--- src/verilog/strobe_pkg.sv ---
// shared constants and config word layout; the lane mask field limits a design to max_lanes lanes
package strobe_pkg;

	// four full-rate slots travel in every clk word, slot 0 being the earliest
	localparam int rate_mult = 4;

	// slot delay setting, 0 to 7 full-rate slots
	localparam int shift_width = 3;

	// pulse extension setting, 0 to 3 further slots
	localparam int extend_width = 2;

	// upper bound on lanes per slot and width of the lane mask field
	localparam int max_lanes = 8;

	// timing view of the config word, read when cfg_addr is 0
	typedef struct packed {
		logic [max_lanes-shift_width-extend_width-1:0] spare;
		logic [extend_width-1:0] extend_by;
		logic [shift_width-1:0] shift;
	} cfg_timing_t;

	// lane view of the config word, read when cfg_addr is 1
	typedef struct packed {
		logic [max_lanes-1:0] lane_mask;
	} cfg_lanes_t;

	// one 8-bit config word, the address picks which view is decoded
	typedef union packed {
		cfg_timing_t timing;
		cfg_lanes_t lanes;
	} cfg_word_u;

endpackage

--- src/verilog/fr_cycle_extender.sv ---
// combinational output from datain and one history word; a pulse widens by at most rate_mult-1 slots
`timescale 1ns/1ps

module fr_cycle_extender
	import strobe_pkg::*;
#(
	parameter int DATA_WIDTH = 2,
	parameter bit RESET_HIGH = 1'b0
)
(
	input  logic clk,
	input  logic reset_n,
	input  logic [extend_width-1:0] extend_by,
	input  logic [DATA_WIDTH*rate_mult-1:0] datain,
	output logic [DATA_WIDTH*rate_mult-1:0] dataout,
	output logic ext_idle
);

	localparam int word_width = DATA_WIDTH * rate_mult;

	// value the history takes while reset is asserted
	localparam logic [word_width-1:0] hist_reset = RESET_HIGH ? '1 : '0;

	// the word that came in one clk earlier
	logic [word_width-1:0] hist;

	// eight slots in time order, previous word in the low half
	logic [2*word_width-1:0] window;

	always_ff @(posedge clk or negedge reset_n)
	begin
		if (!reset_n)
		begin
			hist <= hist_reset;
		end
		else
		begin
			hist <= datain;
		end
	end

	assign window = {datain, hist};

	// each output slot k is the OR of slot k and the extend_by slots
	// before it, and for the early slots of the word those come from
	// the tail of the previous word
	always_comb
	begin
		dataout = '0;
		for (int k = 0; k < rate_mult; k++)
		begin
			for (int j = 0; j < rate_mult; j++)
			begin
				if (j <= int'(extend_by))
				begin
					dataout[k*DATA_WIDTH +: DATA_WIDTH] =
						dataout[k*DATA_WIDTH +: DATA_WIDTH] |
						window[(rate_mult+k-j)*DATA_WIDTH +: DATA_WIDTH];
				end
			end
		end
	end

	// only the history can stretch a pulse into a later word,
	// so an empty history means a new extension cannot cut a pulse
	assign ext_idle = ~|hist;

endmodule

--- src/verilog/fr_slot_shifter.sv ---
// one clk of latency plus 0 to 7 slots of delay; lane_mask is applied at the input, before the history
`timescale 1ns/1ps

module fr_slot_shifter
	import strobe_pkg::*;
#(
	parameter int DATA_WIDTH = 2
)
(
	input  logic clk,
	input  logic reset_n,
	input  logic [DATA_WIDTH*rate_mult-1:0] datain,
	input  logic [DATA_WIDTH-1:0] lane_mask,
	input  logic [shift_width-1:0] shift,
	output logic [DATA_WIDTH*rate_mult-1:0] shifted,
	output logic stream_idle
);

	localparam int word_width = DATA_WIDTH * rate_mult;

	// current input word with the switched-off lanes cleared
	logic [word_width-1:0] masked;

	// masked words of the previous two cycles
	logic [word_width-1:0] hist_1;
	logic [word_width-1:0] hist_2;

	// twelve slots in time order, oldest in the least significant lanes
	logic [3*word_width-1:0] window;

	// index of the first selected slot inside the window
	logic [shift_width:0] base_slot;

	// the four slots that lie shift slots back from the current word
	logic [word_width-1:0] selected;

	// the same lane mask applies to every slot of the word
	genvar s;
	generate
		for (s = 0; s < rate_mult; s++)
		begin : mask_gen
			assign masked[s*DATA_WIDTH +: DATA_WIDTH] = datain[s*DATA_WIDTH +: DATA_WIDTH] & lane_mask;
		end
	endgenerate

	assign window = {masked, hist_1, hist_2};

	// the current word starts at slot 8 of the window
	// a delay of 7 reaches back to slot 1, which is still in hist_2
	assign base_slot = (shift_width + 1)'(2 * rate_mult) - {1'b0, shift};

	assign selected = window[base_slot*DATA_WIDTH +: word_width];

	// idle only when no set bit can still reach the output of this block
	// from the current word or from either history word
	assign stream_idle = ~|window;

	// history and output both start empty so the output is quiet after reset
	always_ff @(posedge clk or negedge reset_n)
	begin
		if (!reset_n)
		begin
			hist_1 <= '0;
			hist_2 <= '0;
			shifted <= '0;
		end
		else
		begin
			hist_1 <= masked;
			hist_2 <= hist_1;
			shifted <= selected;
		end
	end

endmodule

--- src/verilog/strobe_shaper_top.sv ---
// DATA_WIDTH must not exceed max_lanes; no back-pressure, one word in and one word out per clk
`timescale 1ns/1ps

module strobe_shaper_top
	import strobe_pkg::*;
#(
	parameter int DATA_WIDTH = 2,
	parameter bit RESET_HIGH = 1'b0
)
(
	input  logic clk,
	input  logic reset_n,
	input  logic [DATA_WIDTH*rate_mult-1:0] datain,
	input  logic cfg_write,
	input  logic cfg_addr,
	input  cfg_word_u cfg_data,
	output logic [DATA_WIDTH*rate_mult-1:0] dataout,
	output logic cfg_pending
);

	// active settings from the control block
	logic [shift_width-1:0] shift;
	logic [extend_width-1:0] extend_by;
	logic [DATA_WIDTH-1:0] lane_mask;

	// masked and delayed stream between the two datapath stages
	logic [DATA_WIDTH*rate_mult-1:0] shifted;

	// idle flags back to the control block
	logic stream_idle;
	logic ext_idle;

	strobe_timing_ctrl #(
		.DATA_WIDTH(DATA_WIDTH)
	) u_ctrl (
		.clk(clk),
		.reset_n(reset_n),
		.cfg_write(cfg_write),
		.cfg_addr(cfg_addr),
		.cfg_data(cfg_data),
		.stream_idle(stream_idle),
		.ext_idle(ext_idle),
		.shift(shift),
		.extend_by(extend_by),
		.lane_mask(lane_mask),
		.cfg_pending(cfg_pending)
	);

	// masking and the registered slot delay come first
	fr_slot_shifter #(
		.DATA_WIDTH(DATA_WIDTH)
	) u_shifter (
		.clk(clk),
		.reset_n(reset_n),
		.datain(datain),
		.lane_mask(lane_mask),
		.shift(shift),
		.shifted(shifted),
		.stream_idle(stream_idle)
	);

	// the extender widens the delayed pulses without adding latency
	fr_cycle_extender #(
		.DATA_WIDTH(DATA_WIDTH),
		.RESET_HIGH(RESET_HIGH)
	) u_extender (
		.clk(clk),
		.reset_n(reset_n),
		.extend_by(extend_by),
		.datain(shifted),
		.dataout(dataout),
		.ext_idle(ext_idle)
	);

endmodule

--- src/verilog/strobe_timing_ctrl.sv ---
// settings apply only when both idle flags are high, so a continuous strobe can hold an update back
`timescale 1ns/1ps

module strobe_timing_ctrl
	import strobe_pkg::*;
#(
	parameter int DATA_WIDTH = 2
)
(
	input  logic clk,
	input  logic reset_n,
	input  logic cfg_write,
	input  logic cfg_addr,
	input  cfg_word_u cfg_data,
	input  logic stream_idle,
	input  logic ext_idle,
	output logic [shift_width-1:0] shift,
	output logic [extend_width-1:0] extend_by,
	output logic [DATA_WIDTH-1:0] lane_mask,
	output logic cfg_pending
);

	// staged copies of every setting, written by the config strobe
	logic [shift_width-1:0] staged_shift;
	logic [extend_width-1:0] staged_extend;
	logic [DATA_WIDTH-1:0] staged_mask;

	// high in the one cycle where the staged values move to the active set
	logic apply;

	// an update waits until nothing is in flight in either datapath block
	// so a pulse never sees two different settings
	assign apply = cfg_pending & stream_idle & ext_idle;

	// staging registers start at the reset values of the active set
	// so that a write to one view leaves the other view as it is
	always_ff @(posedge clk or negedge reset_n)
	begin
		if (!reset_n)
		begin
			staged_shift <= '0;
			staged_extend <= '0;
			staged_mask <= '1;
		end
		else if (cfg_write)
		begin
			// address 0 decodes the word through its timing view
			if (cfg_addr == 1'b0)
			begin
				staged_shift <= cfg_data.timing.shift;
				staged_extend <= cfg_data.timing.extend_by;
			end
			// address 1 decodes the same bits as a lane mask
			// and only the lanes that exist are kept
			else
			begin
				staged_mask <= cfg_data.lanes.lane_mask[DATA_WIDTH-1:0];
			end
		end
	end

	// the active settings feed the datapath from the cycle after apply
	always_ff @(posedge clk or negedge reset_n)
	begin
		if (!reset_n)
		begin
			shift <= '0;
			extend_by <= '0;
			lane_mask <= '1;
		end
		else if (apply)
		begin
			shift <= staged_shift;
			extend_by <= staged_extend;
			lane_mask <= staged_mask;
		end
	end

	// pending rises the cycle after a write and falls with apply
	// a write in the same cycle as apply keeps it set, since the
	// newest staged value has not been transferred yet
	always_ff @(posedge clk or negedge reset_n)
	begin
		if (!reset_n)
		begin
			cfg_pending <= 1'b0;
		end
		else if (cfg_write)
		begin
			cfg_pending <= 1'b1;
		end
		else if (apply)
		begin
			cfg_pending <= 1'b0;
		end
	end

endmodule
--- config.mk ---
export PLATFORM = sky130hd
export DESIGN_NAME = strobe_shaper_top
export DESIGN_NICKNAME = d
export VERILOG_FILES = /design/src/verilog/strobe_pkg.sv /design/src/verilog/fr_cycle_extender.sv /design/src/verilog/fr_slot_shifter.sv /design/src/verilog/strobe_shaper_top.sv /design/src/verilog/strobe_timing_ctrl.sv
export SDC_FILE = /design/constraint.sdc
export NUM_CORES = 1
export LEC_CHECK = 0
export BUFFER_PORTS_ARGS = -buffer_cell sky130_fd_sc_hd__buf_2
export CORE_MARGIN = 1
export CORE_UTILIZATION = 35
export CTS_CLUSTER_DIAMETER = 80
export CTS_CLUSTER_SIZE = 12
export DETAILED_ROUTE_END_ITERATION = 6
export GPL_ROUTABILITY_DRIVEN = 0
export PLACE_DENSITY = 0.6
export REMOVE_ABC_BUFFERS = 1
export SLEW_MARGIN = 0
export SYNTH_ARGS = -nofsm -noshare
export SYNTH_HDL_FRONTEND = slang
export SYNTH_HIERARCHICAL = 1
export SYNTH_SLANG_ARGS = --single-unit
--- constraint.sdc ---
create_clock -name clk -period 3.2 [get_ports clk]
set_input_delay 0.32 -clock clk [delete_from_list [all_inputs] [get_ports clk]]
set_output_delay 0.32 -clock clk [all_outputs]
set_load 0.01 [all_outputs]
# After elaboration in Yosys (flattened, before gate mapping)
# Cells that the tools add are included.
[classes]
muxes = 14
n_reduce_logical = 7
add_sub_neg = 1
order_cmp = 3
bitwise = 19
shifts = 1
[ops]
columns = ["op", "n"]
rows = [
  ["two-way mux 2 bit", 12],
  ["OR 2 bit", 12],
  ["OR reduction 24 bit", 1],
  ["variable part select 24 x 6 -> 8 bit", 1],
  ["AND 2 bit", 4],
  ["OR reduction 8 bit", 1],
  ["<= comparator 2 bit, first input constant", 2],
  ["AND reduction 2 bit", 2],
  ["subtractor 4 x 3 -> 4 bit, first input constant", 1],
  ["AND 1 bit", 2],
  ["<= comparator 1 x 2 -> 1 bit, first input constant", 1],
  ["zero test 1 bit", 2],
  ["two-way mux 1 bit", 2],
  ["nonzero test 2 bit", 1],
  ["NOT 1 bit", 1],
]
[totals]
regBits = 47
word_cells = 56
out_inout_bits = 9

# Longest topological paths before layout
[logic_depth]
word_depth = 7
ltp_mapped = 10
depth_no_buf = 6

# By module
# The synthesis kept the hierarchy.
[by_module_without_submodules]
columns = ["mod", "area_per_inst_um2", "seq_area_each_um2", "cells_per_inst", "n_inst"]
rows = [
  ["fr_slot_shifter", 1375.1, 600.6, 129, 1],
  ["strobe_timing_ctrl", 584.3, 380.4, 34, 1],
  ["fr_cycle_extender", 421.7, 200.2, 35, 1],
]

# Worst setup path before layout
# No wires, ideal clock.
[synth_path]
kind = "register to register"
start = "register u_ctrl.shift[0]"
end = "register u_shifter.shifted[0]"
stages_incl_launch_ff = 9
required_ps = 3068
arrival_ps = 2192
setup_slack_ps = 876
cell_sequence = "dfrtp_1 buf_2 buf_4 inv_1 ha_1 xnor2_2 mux2_2 a222oi_1 nand3_1"
[synth_between]
elab_chain_len = 2
[synth_rtl]
columns = ["element", "line", "source"]
rows = [
  ["start, declared", "strobe_timing_ctrl.sv:17", "output logic [shift_width-1:0] shift,"],
  ["start signal, assigned", "strobe_timing_ctrl.sv:73", "shift <= staged_shift;"],
  ["subtractor 4 x 3 -> 4 bit", "fr_slot_shifter.sv:50", "assign base_slot = (shift_width + 1)'(2 * rate_mult) - {1'b0, shift};"],
  ["variable part select 24 x 6 -> 8 bit", "fr_slot_shifter.sv:52", "assign selected = window[base_slot*DATA_WIDTH +: word_width];"],
  ["via u_shifter.selected[0]", "fr_slot_shifter.sv:35", "logic [word_width-1:0] selected;"],
  ["end signal, assigned", "fr_slot_shifter.sv:71", "shifted <= selected;"],
  ["end, declared", "fr_slot_shifter.sv:15", "output logic [DATA_WIDTH*rate_mult-1:0] shifted,"],
]
# The timed path passes the listed nets, and every way through them passes these cells.
# A chain may end at the register's enable or synchronous reset.

# Final worst setup path
[layout_path]
start = "register u_ctrl.shift[1]"
end = "register u_shifter.shifted[5]"
# Same word-level chain as after synthesis.

==> results.json <==
{
  "relSlewSlack": 0.339,
  "hold_path.class": "input pin to async pin",
  "cts_htree_levels": 2,
  "crit_path_end_kind": "register",
  "cts.clk_slew.worst_paths_ps": 80,
  "whs_ps": 180,
  "drc": 2,
  "max_stage_delay_ps": 580,
  "r2r_setup_slack_ps": 880,
  "final.fill_count": 638,
  "clk_path_buf_depth": 2,
  "fmax_mhz": 431,
  "num_rows": 29,
  "fin_nets": 246,
  "rr_endpoint": "u_shifter/shifted[5]$_DFF_PN0_",
  "io-pin-count": 29,
  "finalCritPeriodShare": 0.725,
  "slowest_stage": "xnor2_2",
  "synth_edf_count": 0,
  "cts.repair.resized": 0,
  "die_x_um": 84.5,
  "cts_setup_buffers": 0,
  "yosysWarnings": 6,
  "arrival_ps": 2490,
  "clk_latency_ps": 300,
  "hold_viol": 0,
  "num_vias": 1695,
  "synth_area_leaders": "dfrtp_1 (45%), mux2_2 (12%), dfstp_2 (4.4%), mux4_2 (3.8%), and2_1 (2.6%)",
  "postLayoutCoreUtil": 0.418,
  "crit_chain": "inv_1 > ha_1 > xnor2_2 > buf_4 > mux2_2 > a22oi_1 > nand3_1",
  "p_leak_nw": 1.28,
  "holdBufCountCts": 0,
  "crit_required_ps": 3370,
  "synthCells": 198,
  "grt_overflow": 0,
  "drt_pass1_iterations": 6,
  "yosysTopAreaCellShare": 0.452,
  "period_needed_ps": 2320,
  "io_buffer_count": 25,
  "critPathKind": "register to register",
  "layout.cells.non_filler": 303,
  "timing.setup.tns_ps": 0,
  "antenna_found_initial": 0,
  "place_inst": 295,
  "ff2ff_path_depth": 7,
  "p_per_area_mw_per_mm2": 1010,
  "slew_viol_final": 0,
  "drive_above_1_share": 0.350,
  "drv_cap": 0,
  "skew_ps": 3.79,
  "coreArea_mm2": 0.00646,
  "power_mw": 2.74,
  "grt_first_pass_wirelength_um": 8090,
  "ys_ff_latch": 47,
  "rsz0062_at_grt": "no",
  "synth_seq_area_share": 0.496,
  "yosysMostFrequentCell": "dfrtp_1",
  "grt_usage": 0.145,
  "die_y_um": 84.5,
  "viasPerCell": 5.59,
  "initial_utilization": 0.369,
  "cts_tree": "yes",
  "async_reset_ff_frac": 1.00,
  "drt-initial-drc-count": 112,
  "ys.flop_type": "dfrtp_1",
  "status": "finished, violations left",
  "antenna_cells": 0,
  "postRouteAntennaNets": 0,
  "synth_area_mm2": 0.00238,
  "dp.final_hpwl_um": 3490,
  "ys_types": 45,
  "grt_pass1_vias": 1607,
  "grt_max_degree": 48,
  "critPathLaunchType": "register",
  "seq_area_mm2": 0.00118,
  "multi_input_area_mm2": 0.00114,
  "area_growth_pct": 13.5,
  "crit_fanout": 12,
  "wl_per_cell_um": 15.7,
  "r2r-start": "u_ctrl/shift[1]$_DFFE_PN0P_",
  "synth_common_cells": "dfrtp_1 (43), mux2_2 (25), nand2_1 (13)",
  "drt_wl_total_um": 4750,
  "final-setup-viol-count": 0,
  "synth_top_cell_by_area": "dfrtp_1",
  "clock-root-buffer": "clkbuf_8",
  "worst_pin_slew_ps": 991,
  "cts_made_buffers": 5,
  "avgSynthCellArea_um2": 12.0,
  "dieArea_mm2": 0.00714,
  "vdd_drop_max_uv": 586,
  "violations": "design-rule violations",
  "cts_sinks": 47
}
==> cell type report <==
class,instances,share of cell area
tap,77,0.0357
clock buffer,6,0.0306
inverter,5,0.00695
timing repair buffer,28,0.0547
multi-input combinational,138,0.422
clock inverter,2,0.0130
sequential,47,0.437
==> routing by layer <==
metal / up-vias / part of all wire / GRT usage
met5: - / 0 / 0
met4: 0 / 0.019 / 0.0524
met3: 8 / 0.045 / 0.0305
met2: 42 / 0.46 / 0.222
met1: 841 / 0.47 / 0.205
li1: 804 / - / -
==> placed cells by master, fill, tap and decap left out, types with 3 or more instances in the layout <==
master and n:
and2_1 10, mux2_2 25, inv_1 5, nor4_1 4, buf_4 3, clkbuf_8 6, a21o_1 7, o21a_1 5
nor2_1 4, dfstp_2 4, dfrtp_1 43, nand3_1 10, a211o_1 5, mux4_2 4, nand2_1 13, nor3_1 6
mux2i_1 6, buf_2 25
==> through the flow <==
step | worst slack, ps | instance area, um^2
after floorplan | 573 | 2340
after global placement | 928 | 2580
after detailed placement | 913 | 2580
after CTS | 898 | 2700
after global routing | 728 | 2700
final | 880 | 2700
==> sequential cells by signal, summed over array words and instances, names as in the netlist <==
name / count
u_extender/hist: 8
u_shifter/hist_1: 8
u_shifter/hist_2: 8
u_shifter/shifted: 8
u_ctrl/shift: 3
u_ctrl/staged_shift: 3
u_ctrl/extend_by: 2
u_ctrl/lane_mask: 2
u_ctrl/staged_extend: 2
u_ctrl/staged_mask: 2
u_ctrl/cfg_pending: 1
==> cell families (layout without fill, tap and decap cells) <==
family / count (synthesis) / after routing / share of synthesized area
DFF: 47 / 47 / 0.496
muxes: 36 / 36 / 0.188
buffers and inverters: 13 / 41 / 0.0252
adders and majority gates: 1 / 1 / 0.00525
and+or+nand+nor: 60 / 60 / 0.145
AOI/OAI and AO/OA: 40 / 40 / 0.134
xor gates and xnor gates: 1 / 1 / 0.00683
==> worst max path at each step <==
stage	to	slack [ps]	depth (start not counted)	startpoint
3_3_place_gp	u_ctrl/extend_by[1]$_DFFE_PN0P_	930	5	u_ctrl/lane_mask[0]$_DFFE_PN1P_
3_5_place_dp	u_shifter/shifted[5]$_DFF_PN0_	910	7	u_ctrl/shift[1]$_DFFE_PN0P_
6_report	u_shifter/shifted[5]$_DFF_PN0_	880	7	u_ctrl/shift[1]$_DFFE_PN0P_
2_1_floorplan	u_shifter/shifted[0]$_DFF_PN0_	570	6	u_ctrl/shift[0]$_DFFE_PN0P_
5_1_grt	u_shifter/shifted[5]$_DFF_PN0_	730	7	u_ctrl/shift[1]$_DFFE_PN0P_
4_1_cts	u_shifter/shifted[5]$_DFF_PN0_	900	7	u_ctrl/shift[1]$_DFFE_PN0P_
==> power by group <==
group          total (mW)  switching [mW]  internal [mW]
clock               0.440           0.188          0.253
combinational        1.33           0.700          0.634
sequential          0.962           0.188          0.774
total                2.74            1.08           1.66
==> critical path: cells and delay by family, from the launching register on <==
kind | cells | cell delay (ps)
mux | 1 | 380
fa+ha+maj | 1 | 230
compound gates | 1 | 140
simple gates | 1 | 120
buf+inv | 2 | 340
xor+xnor | 1 | 580
flops | 1 | 400
Note: power is estimated with default switching activity, not from simulation.
